**src/uarch_pkg.sv**
```systemverilog
/*
 * Shared types for the decode-and-issue front end: micro-op and immediate
 * encodings, ISA subset mask bits, instruction match patterns and the
 * packed bundles passed between pipeline stages.
 */
package uarch_pkg;

  // ----------------------------------------
  // basic widths
  // ----------------------------------------

  typedef logic [31:0] word_t;     // data or instruction word
  typedef logic [4:0]  reg_addr_t; // architectural register index

  // ----------------------------------------
  // linearized control encodings
  // ----------------------------------------

  // zero value of each enum is what an illegal packet carries
  typedef enum logic [2:0] {
    OP_ADD,
    OP_MUL,
    OP_LW,
    OP_SW,
    OP_JAL,
    OP_JALR
  } rv_uop;

  typedef enum logic [1:0] {
    IMM_I,
    IMM_S,
    IMM_J
  } rv_imm_type;

  typedef enum logic [1:0] {
    J_NONE,
    J_JAL,
    J_JALR
  } jump_kind_t;

  // one bit per decodable op
  typedef logic [5:0] isa_subset_t;

  localparam isa_subset_t OP_ADD_VEC  = 6'b000001; // add + addi
  localparam isa_subset_t OP_MUL_VEC  = 6'b000010;
  localparam isa_subset_t OP_LW_VEC   = 6'b000100;
  localparam isa_subset_t OP_SW_VEC   = 6'b001000;
  localparam isa_subset_t OP_JAL_VEC  = 6'b010000;
  localparam isa_subset_t OP_JALR_VEC = 6'b100000;
  localparam isa_subset_t ISA_ALL     = 6'b111111;

  // ----------------------------------------
  // match patterns, ? bits are wildcards for casez
  // ----------------------------------------

  localparam word_t INST_ADD  = 32'b0000000_?????_?????_000_?????_0110011;
  localparam word_t INST_ADDI = 32'b????????????_?????_000_?????_0010011;
  localparam word_t INST_MUL  = 32'b0000001_?????_?????_000_?????_0110011;
  localparam word_t INST_LW   = 32'b????????????_?????_010_?????_0000011;
  localparam word_t INST_SW   = 32'b???????_?????_?????_010_?????_0100011;
  localparam word_t INST_JAL  = 32'b????????????????????_?????_1101111;
  localparam word_t INST_JALR = 32'b????????????_?????_000_?????_1100111;

  // ----------------------------------------
  // stage bundles
  // ----------------------------------------

  // decode -> operand read
  typedef struct packed {
    logic       illegal;
    rv_uop      uop;
    jump_kind_t jump;
    reg_addr_t  raddr0;
    reg_addr_t  raddr1;
    reg_addr_t  waddr;
    logic       wen;
    rv_imm_type imm_sel;
    logic       op2_imm;  // op2 takes the immediate
    word_t      inst;     // raw word, immediate built later
  } decoded_t;

  // operand read -> execute
  typedef struct packed {
    logic       illegal;
    rv_uop      uop;
    jump_kind_t jump;
    reg_addr_t  waddr;
    logic       wen;
    word_t      op1;
    word_t      op2;
    word_t      imm;
    word_t      store_data;
  } issue_pkt_t;

endpackage
```
**src/decode_issue_top.sv**
```systemverilog
/*
 * Decode-and-issue front end. Chains the fetch receiver, operand read
 * and execute sender; isa_subset selects the decodable ops.
 */
module decode_issue_top #(
  parameter uarch_pkg::isa_subset_t isa_subset = uarch_pkg::ISA_ALL
) (
  input  logic                  clk,
  input  logic                  reset,
  // fetch side
  input  logic                  in_req,
  input  uarch_pkg::word_t      in_inst,
  output logic                  in_ack,
  // execute side
  output logic                  out_req,
  output uarch_pkg::issue_pkt_t out_pkt,
  input  logic                  out_ack,
  // writeback port
  input  logic                  wb_en,
  input  uarch_pkg::reg_addr_t  wb_addr,
  input  uarch_pkg::word_t      wb_data
);

  import uarch_pkg::*;

  // ----------------------------------------
  // stage links
  // ----------------------------------------

  logic       dec_valid;
  logic       dec_ready;
  decoded_t   dec_bundle;
  logic       pkt_valid;
  logic       pkt_ready;
  issue_pkt_t pkt;

  decode_stage #(
    .isa_subset (isa_subset)
  ) decode_stage_i (
    .clk        (clk),
    .reset      (reset),
    .in_req     (in_req),
    .in_inst    (in_inst),
    .in_ack     (in_ack),
    .dec_valid  (dec_valid),
    .dec_bundle (dec_bundle),
    .dec_ready  (dec_ready)
  );

  operand_stage operand_stage_i (
    .clk        (clk),
    .reset      (reset),
    .dec_valid  (dec_valid),
    .dec_bundle (dec_bundle),
    .dec_ready  (dec_ready),
    .wb_en      (wb_en),
    .wb_addr    (wb_addr),
    .wb_data    (wb_data),
    .pkt_valid  (pkt_valid),
    .pkt        (pkt),
    .pkt_ready  (pkt_ready)
  );

  issue_tx issue_tx_i (
    .clk       (clk),
    .reset     (reset),
    .pkt_valid (pkt_valid),
    .pkt       (pkt),
    .pkt_ready (pkt_ready),
    .out_req   (out_req),
    .out_pkt   (out_pkt),
    .out_ack   (out_ack)
  );

endmodule

```
**src/decode_stage.sv**
```systemverilog
/*
 * Fetch-side four-phase receiver. Decodes the incoming word and holds the
 * result in a one-entry register, handed on with valid/ready.
 */
module decode_stage #(
  parameter uarch_pkg::isa_subset_t isa_subset = uarch_pkg::ISA_ALL
) (
  input  logic                clk,
  input  logic                reset,
  input  logic                in_req,
  input  uarch_pkg::word_t    in_inst,
  output logic                in_ack,
  output logic                dec_valid,
  output uarch_pkg::decoded_t dec_bundle,
  input  logic                dec_ready
);

  import uarch_pkg::*;

  decoded_t dec_next; // decoder output for in_inst
  logic     drain;    // bundle leaves this cycle
  logic     take;     // capture in_inst this edge

  inst_decoder #(
    .isa_subset (isa_subset)
  ) inst_decoder_i (
    .inst (in_inst),
    .dec  (dec_next)
  );

  assign drain = dec_valid && dec_ready;
  // new request, not yet acked, room in the slot
  assign take  = in_req && !in_ack && (!dec_valid || drain);

  // ----------------------------------------
  // handshake control
  // ----------------------------------------

  always_ff @(posedge clk) begin
    if (reset) begin
      in_ack    <= 1'b0;
      dec_valid <= 1'b0;
    end else begin
      if (take) begin
        in_ack <= 1'b1;
      end else if (!in_req) begin
        in_ack <= 1'b0; // return to zero phase
      end

      if (take) begin
        dec_valid <= 1'b1;
      end else if (drain) begin
        dec_valid <= 1'b0;
      end
    end
  end

  // payload only
  always_ff @(posedge clk) begin
    if (take) begin
      dec_bundle <= dec_next;
    end
  end

  // req still held in the cycle where ack goes high
  a_ack_follows_req: assert property (
    @(posedge clk) disable iff (reset)
    $rose(in_ack) |-> in_req
  ) else $error("in_ack rose while in_req was low");

endmodule

```
**src/inst_decoder.sv**
```systemverilog
/*
 * Combinational instruction decoder. Maps an RV32 word to linearized
 * control fields; ops outside the isa_subset mask decode as illegal.
 */
module inst_decoder #(
  parameter uarch_pkg::isa_subset_t isa_subset = uarch_pkg::ISA_ALL
) (
  input  uarch_pkg::word_t    inst,
  output uarch_pkg::decoded_t dec
);

  import uarch_pkg::*;

  // ----------------------------------------
  // instruction fields
  // ----------------------------------------

  reg_addr_t rs1;
  reg_addr_t rs2;
  reg_addr_t rd;

  assign rs1 = inst[19:15];
  assign rs2 = inst[24:20];
  assign rd  = inst[11:7];

  localparam reg_addr_t RX = 5'd0; // unused read port, reads x0

  localparam logic Y = 1'b1;
  localparam logic N = 1'b0;

  // packs one row of the control table
  function automatic decoded_t ctl(
    input rv_uop      uop,
    input jump_kind_t jump,
    input reg_addr_t  raddr0,
    input reg_addr_t  raddr1,
    input reg_addr_t  waddr,
    input logic       wen,
    input rv_imm_type imm_sel,
    input logic       op2_imm
  );
    decoded_t d;
    d         = '0;
    d.uop     = uop;
    d.jump    = jump;
    d.raddr0  = raddr0;
    d.raddr1  = raddr1;
    d.waddr   = waddr;
    d.wen     = wen;
    d.imm_sel = imm_sel;
    d.op2_imm = op2_imm;
    return d;
  endfunction

  // ----------------------------------------
  // control table
  // ----------------------------------------

  always_comb begin
    dec         = '0;
    dec.illegal = 1'b1; // anything unmatched

    // arithmetic
    if ((isa_subset & OP_ADD_VEC) != '0) begin
      casez (inst) //          uop      jump    r0   r1   wa  wen sel    op2imm
        INST_ADD:  dec = ctl(OP_ADD,  J_NONE, rs1, rs2, rd, Y, IMM_I, N);
        INST_ADDI: dec = ctl(OP_ADD,  J_NONE, rs1, RX,  rd, Y, IMM_I, Y);
        default: ;
      endcase
    end

    if ((isa_subset & OP_MUL_VEC) != '0) begin
      casez (inst)
        INST_MUL:  dec = ctl(OP_MUL,  J_NONE, rs1, rs2, rd, Y, IMM_I, N);
        default: ;
      endcase
    end

    // memory
    if ((isa_subset & OP_LW_VEC) != '0) begin
      casez (inst)
        INST_LW:   dec = ctl(OP_LW,   J_NONE, rs1, RX,  rd, Y, IMM_I, Y);
        default: ;
      endcase
    end

    if ((isa_subset & OP_SW_VEC) != '0) begin
      casez (inst) // no writeback, rs2 is the store data
        INST_SW:   dec = ctl(OP_SW,   J_NONE, rs1, rs2, RX, N, IMM_S, Y);
        default: ;
      endcase
    end

    // control flow, target computed downstream
    if ((isa_subset & OP_JAL_VEC) != '0) begin
      casez (inst)
        INST_JAL:  dec = ctl(OP_JAL,  J_JAL,  RX,  RX,  rd, Y, IMM_J, Y);
        default: ;
      endcase
    end

    if ((isa_subset & OP_JALR_VEC) != '0) begin
      casez (inst)
        INST_JALR: dec = ctl(OP_JALR, J_JALR, rs1, RX,  rd, Y, IMM_I, Y);
        default: ;
      endcase
    end

    // raw word only rides along with legal ops
    if (!dec.illegal) begin
      dec.inst = inst;
    end
  end

endmodule

```
**src/issue_tx.sv**
```systemverilog
/*
 * Execute-side four-phase sender. Takes one issue packet and holds it
 * on out_pkt through req, ack, release, before accepting the next.
 */
module issue_tx (
  input  logic                  clk,
  input  logic                  reset,
  input  logic                  pkt_valid,
  input  uarch_pkg::issue_pkt_t pkt,
  output logic                  pkt_ready,
  output logic                  out_req,
  output uarch_pkg::issue_pkt_t out_pkt,
  input  logic                  out_ack
);

  import uarch_pkg::*;

  typedef enum logic [1:0] {
    IDLE,         // slot free
    WAIT_ACK,     // req high
    WAIT_RELEASE  // req dropped, ack still high
  } state_t;

  state_t state;
  state_t state_next;

  always_comb begin
    state_next = state;
    case (state)
      IDLE:         if (pkt_valid) state_next = WAIT_ACK;
      WAIT_ACK:     if (out_ack)   state_next = WAIT_RELEASE;
      WAIT_RELEASE: if (!out_ack)  state_next = IDLE;
      default:      state_next = IDLE;
    endcase
  end

  always_ff @(posedge clk) begin
    if (reset) begin
      state <= IDLE;
    end else begin
      state <= state_next;
    end
  end

  assign pkt_ready = (state == IDLE);
  assign out_req   = (state == WAIT_ACK);

  always_ff @(posedge clk) begin
    if (pkt_valid && pkt_ready) begin
      out_pkt <= pkt; // held for the whole exchange
    end
  end

  a_pkt_stable: assert property (
    @(posedge clk) disable iff (reset)
    (out_req && $past(out_req)) |-> $stable(out_pkt)
  ) else $error("out_pkt changed while out_req was high");

  // next req waits for the receiver to drop ack
  a_req_after_release: assert property (
    @(posedge clk) disable iff (reset)
    $rose(out_req) |-> !out_ack
  ) else $error("out_req raised while out_ack still high");

endmodule

```
**src/operand_stage.sv**
```systemverilog
/*
 * Operand read stage. Reads the register file for the decoded bundle,
 * builds the immediate, picks op2 and registers the issue packet.
 */
module operand_stage (
  input  logic                  clk,
  input  logic                  reset,
  input  logic                  dec_valid,
  input  uarch_pkg::decoded_t   dec_bundle,
  output logic                  dec_ready,
  input  logic                  wb_en,
  input  uarch_pkg::reg_addr_t  wb_addr,
  input  uarch_pkg::word_t      wb_data,
  output logic                  pkt_valid,
  output uarch_pkg::issue_pkt_t pkt,
  input  logic                  pkt_ready
);

  import uarch_pkg::*;

  word_t      rdata0;
  word_t      rdata1;
  word_t      imm;
  issue_pkt_t pkt_next;
  logic       load;

  // writeback only happens with nothing in flight
  reg_file reg_file_i (
    .clk    (clk),
    .reset  (reset),
    .raddr0 (dec_bundle.raddr0),
    .raddr1 (dec_bundle.raddr1),
    .rdata0 (rdata0),
    .rdata1 (rdata1),
    .wen    (wb_en),
    .waddr  (wb_addr),
    .wdata  (wb_data)
  );

  // ----------------------------------------
  // immediate generation
  // ----------------------------------------

  function automatic word_t build_imm(input word_t inst, input rv_imm_type sel);
    word_t v;
    case (sel)
      IMM_I:   v = {{20{inst[31]}}, inst[31:20]};
      IMM_S:   v = {{20{inst[31]}}, inst[31:25], inst[11:7]};
      IMM_J:   v = {{12{inst[31]}}, inst[19:12], inst[20], inst[30:21], 1'b0};
      default: v = '0;
    endcase
    return v;
  endfunction

  // reg-reg ops carry no immediate
  assign imm = dec_bundle.op2_imm ? build_imm(dec_bundle.inst, dec_bundle.imm_sel) : '0;

  always_comb begin
    pkt_next.illegal    = dec_bundle.illegal;
    pkt_next.uop        = dec_bundle.uop;
    pkt_next.jump       = dec_bundle.jump;
    pkt_next.waddr      = dec_bundle.waddr;
    pkt_next.wen        = dec_bundle.wen;
    pkt_next.op1        = rdata0;
    pkt_next.op2        = dec_bundle.op2_imm ? imm : rdata1;
    pkt_next.imm        = imm;
    pkt_next.store_data = rdata1; // sw data from rs2
  end

  // ----------------------------------------
  // one-entry packet slot
  // ----------------------------------------

  assign dec_ready = !pkt_valid || pkt_ready; // empty or draining
  assign load      = dec_valid && dec_ready;

  always_ff @(posedge clk) begin
    if (reset) begin
      pkt_valid <= 1'b0;
    end else if (load) begin
      pkt_valid <= 1'b1;
    end else if (pkt_ready) begin
      pkt_valid <= 1'b0;
    end
  end

  always_ff @(posedge clk) begin
    if (load) begin
      pkt <= pkt_next;
    end
  end

  // a stalled packet stays put until issue_tx takes it
  a_slot_held: assert property (
    @(posedge clk) disable iff (reset)
    (pkt_valid && !pkt_ready) |=> (pkt_valid && $stable(pkt))
  ) else $error("issue packet overwritten before it was taken");

endmodule

```
**src/reg_file.sv**
```systemverilog
/*
 * 32 x 32-bit register file, two combinational read ports and one
 * synchronous write port. x0 reads as zero and ignores writes.
 */
module reg_file (
  input  logic                clk,
  input  logic                reset,
  input  uarch_pkg::reg_addr_t raddr0,
  input  uarch_pkg::reg_addr_t raddr1,
  output uarch_pkg::word_t    rdata0,
  output uarch_pkg::word_t    rdata1,
  input  logic                wen,
  input  uarch_pkg::reg_addr_t waddr,
  input  uarch_pkg::word_t    wdata
);

  import uarch_pkg::*;

  word_t regs [32];

  always_ff @(posedge clk) begin
    if (reset) begin
      for (int i = 0; i < 32; i++) begin
        regs[i] <= '0;
      end
    end else if (wen && waddr != '0) begin
      regs[waddr] <= wdata; // x0 write dropped
    end
  end

  // read ports, x0 forced
  assign rdata0 = (raddr0 == '0) ? '0 : regs[raddr0];
  assign rdata1 = (raddr1 == '0) ? '0 : regs[raddr1];

endmodule

```
**config.mk**
```make
export PLATFORM = sky130hd
export DESIGN_NAME = decode_issue_top
export DESIGN_NICKNAME = d
export VERILOG_FILES = /design/src/uarch_pkg.sv /design/src/decode_issue_top.sv /design/src/decode_stage.sv /design/src/inst_decoder.sv /design/src/issue_tx.sv /design/src/operand_stage.sv /design/src/reg_file.sv
export SDC_FILE = /design/constraint.sdc
export NUM_CORES = 2
export LEC_CHECK = 0
export ABC_CLOCK_PERIOD_IN_PS = 32900
export BUFFER_PORTS_ARGS = -buffer_cell sky130_fd_sc_hd__buf_4
export CORE_MARGIN = 5
export CORE_UTILIZATION = 50
export CTS_CLUSTER_SIZE = 10
export DETAILED_ROUTE_END_ITERATION = 7
export GPL_TIMING_DRIVEN = 0
export PLACE_DENSITY = 0.64
export SYNTH_ARGS = -nofsm -noshare
export SYNTH_HDL_FRONTEND = slang
export SYNTH_SLANG_ARGS = --single-unit
export TNS_END_PERCENT = 30
```
**constraint.sdc**
```tcl
create_clock -name clk -period 32.9 [get_ports clk]
set_input_delay 4.935 -clock clk [delete_from_list [all_inputs] [get_ports clk]]
set_output_delay 4.935 -clock clk [all_outputs]
set_load 0.005 [all_outputs]
```
==> impl_metrics.tcl <==
set metrics [dict create \
    synth.area.top_cells "edfxtp_1 (61%), mux4_2 (16%), and2_1 (9.7%)" \
    max_freq_mhz 131.0 \
    min_path_type "flop to flop" \
    avgSynthCellArea_sq_um 16.08 \
    final_layout_size_suffix_gt1_frac 0.2363 \
    maxSlewHeadroom -0.07562 \
    die_h_microns 371.6 \
    synth-edff-count 1331 \
    clock_skew_ns 0.03200 \
    die_width_microns 371.6 \
    utilization 0.5698 \
    worst_path_largest_cell_delay_ns 1.25 \
    synth_common_cells "edfxtp_1 (1,331), and2_1 (1,010), mux4_2 (460)" \
    yosysUniqueCellTypes 64 \
    hpwl_mm 172.1 \
    initial_utilization 0.5037 \
    setup_viol 0 \
    multi_input_area_sq_um 23070 \
    cp_cell_sequence "buf_4 > nor2b_1 > nand3b_1 > nor2_1 > or2_2" \
    worstSetupStartpointType "primary input" \
    nets 4566 \
    hold_start "operand_stage_i.pkt[86]" \
    grt_pass1_vias 41465 \
    synth_top_area_cell "edfxtp_1" \
    place_congestion 0.9784 \
    finalCritPeriodShare 0.2320 \
    synth_most_common_cell "edfxtp_1" \
    numClockSinks 1341 \
    drt-initial-drc-count 7116 \
    vias 42754 \
    wl_per_cell_microns 40.23 \
    end_kind "flop" \
    synth-seq-cells 1341 \
    crit_path_start "reset" \
    overflow 0 \
    path_max_fanout 32 \
    p_per_area_nw_per_um2 54.33 \
    drv_slew 272 \
    dpl_cell_area_sq_um 69610 \
    n_fill_cell 10154 \
    via_per_inst 6.795 \
    wl_mm 253.1 \
    cts_buffers 156 \
    grt_usage 0.3648 \
    ant_nets 0 \
    final_area_sq_um 73970 \
    crit_slowest_cell "nor2_1" \
    syn-cell-area_sq_um 65380 \
    cp.arrival_ns 8.06 \
    total_power_uw 4019 \
    r2r_cells 8 \
    clock_tree.root_cell "clkbuf_16" \
    status "complete, but fails checks" \
    std_cell_rows 132 \
    antenna_found_initial 27 \
    violations "max-capacitance violations, max-slew violations" \
    h-tree-depth 4 \
    grt_max_degree 35 \
    yosys_most_used_dff "edfxtp_1" \
    min_period_ns 7.633 \
    syn2layout_area_growth_pct 13.13 \
    crit_required_ns 33.33 \
    cts_tree "done" \
    seq_area_frac_synth 0.6143 \
    synth_cells 4067 \
    rsz0062_at_grt "false" \
    firstDrtPassIters 8 \
    worst_pin_slew_ns 1.613 \
    port_buffers 214 \
    postSynth.asyncResetShare 0 \
    yosysWarnings 0 \
    min_delay_path_depth 0 \
    grt_pass1_wl_mm 337.7 \
    clk_path_buf_depth 3 \
    clkTransAtPathRegs_ns 0.05 \
    max-cap-violations 13 \
    cts_resized 0 \
    leakagePower_uw 0.02534 \
    regArea_sq_um 40170 \
    core_area_sq_um 129800 \
    drcViolationCount 0 \
    finalHoldViolCount 0 \
    finalSetupTns_ns 0 \
    cts_setup_buffers 0 \
    ctsHoldBuffers 0 \
    path_class "primary input to flop" \
    synth_top_area_share 0.6113 \
    vdd_drop_max_mv 0.05935 \
    die_area_sq_um 138100 \
    clkLatencyLatePin_ns 0.82 \
    io_pins 216 \
]
flip-flops by register name (all words and copies together), names as in the netlist, named ones only:
register and cells:
operand_stage_i.reg_file_i.regs 1024, operand_stage_i.pkt 129, decode_stage_i.dec_bundle 49, decode_stage_i.dec_valid 1, decode_stage_i.in_ack 1, issue_tx_i.out_pkt 129
operand_stage_i.pkt_valid 1, issue_tx_i.state 2
routing by layer:
metal | part of all wire | vias up | GRT usage
met2 | 0.44 | 3743 | 0.5375
met5 | 0.00016 | - | 0
met1 | 0.34 | 21715 | 0.4528
met4 | 0.080 | 6 | 0.2393
met3 | 0.15 | 904 | 0.1378
li1 | - | 16386 | -
logic make-up (layout without fill, tap and decap cells):
kind of cell    count (synthesis)  in the layout  synth area share
xor+xnor                        1              1         0.0001340
other cells                     1             41        0.00005735
flops                        1341           1341            0.6143
compound gates                292            292           0.02966
mux                           669            669            0.1989
simple gates                 1320           1320            0.1218
buf+inv                       443            886           0.03508
worst max-delay path: cells and delay by family:
family | cells | cell delay [ns]
buffers and inverters | 1 | 0.13
AND/OR/NAND/NOR | 4 | 2.86
worst paths after layout:
path	slack, ns	endpoint
max	25.27	operand_stage_i.reg_file_i.regs[26][17]
min	0.41	issue_tx_i.out_pkt[86]
max reg2reg	28.30	operand_stage_i.pkt[94]
min reg2reg	0.41	issue_tx_i.out_pkt[86]
layout by cell type, fill, tap and decap left out, drive strengths merged, types with 3 or more instances in the layout:
master and count:
a221oi 8, nand3b 10, clkinv 11, nand3 9, diode 9, nand2b 9, clkbuf 443, a211oi 4
nor2b 46, o32ai 4, nor4 4, o21bai 9, o21ai 53, or3b 3, buf 374, or2 32
nand2 70, a22oi 59, and2 1010, o22ai 68, conb 32, or3 4, edfxtp 1331, nor2 67
mux2i 170, nor3 16, nor3b 4, mux4 494, and3 14, a31o 8, or4 17, a22o 8
o41ai 8, inv 57, dfxtp 10, a21oi 44, mux2 5, a21o 9
cell type report:
cell class	instances	area share
multi-input cells	2314	0.3119
clock buffers	184	0.05491
clock inverters	23	0.003332
inverters	46	0.002334
plain buffers	397	0.02877
repair buffers	236	0.02597
diodes	9	0.0003045
flip-flops and latches	1341	0.5430
well taps	1742	0.02947
power breakdown:
| part | internal [uW] | leakage (uW) | switching, uW |
|---|---|---|---|
| logic | 159 | 0.0105 | 272 |
| registers | 1980 | 0.0127 | 43.7 |
| clock network | 874 | 0.00210 | 695 |
| total | 3010 | 0.0253 | 1010 |
stage by stage:
step           std cells  setup slack, ns  hold slack (ns)
6_report            6292            25.27           0.4127
5_1_grt             6284            25.35           0.4171
4_1_cts             6282            25.41           0.4151
3_5_place_dp        6075            24.57           0.4045
3_3_place_gp        6054            16.68           0.4005
2_1_floorplan       4098            22.37           0.4003
Power figures use the tool's default switching activity.
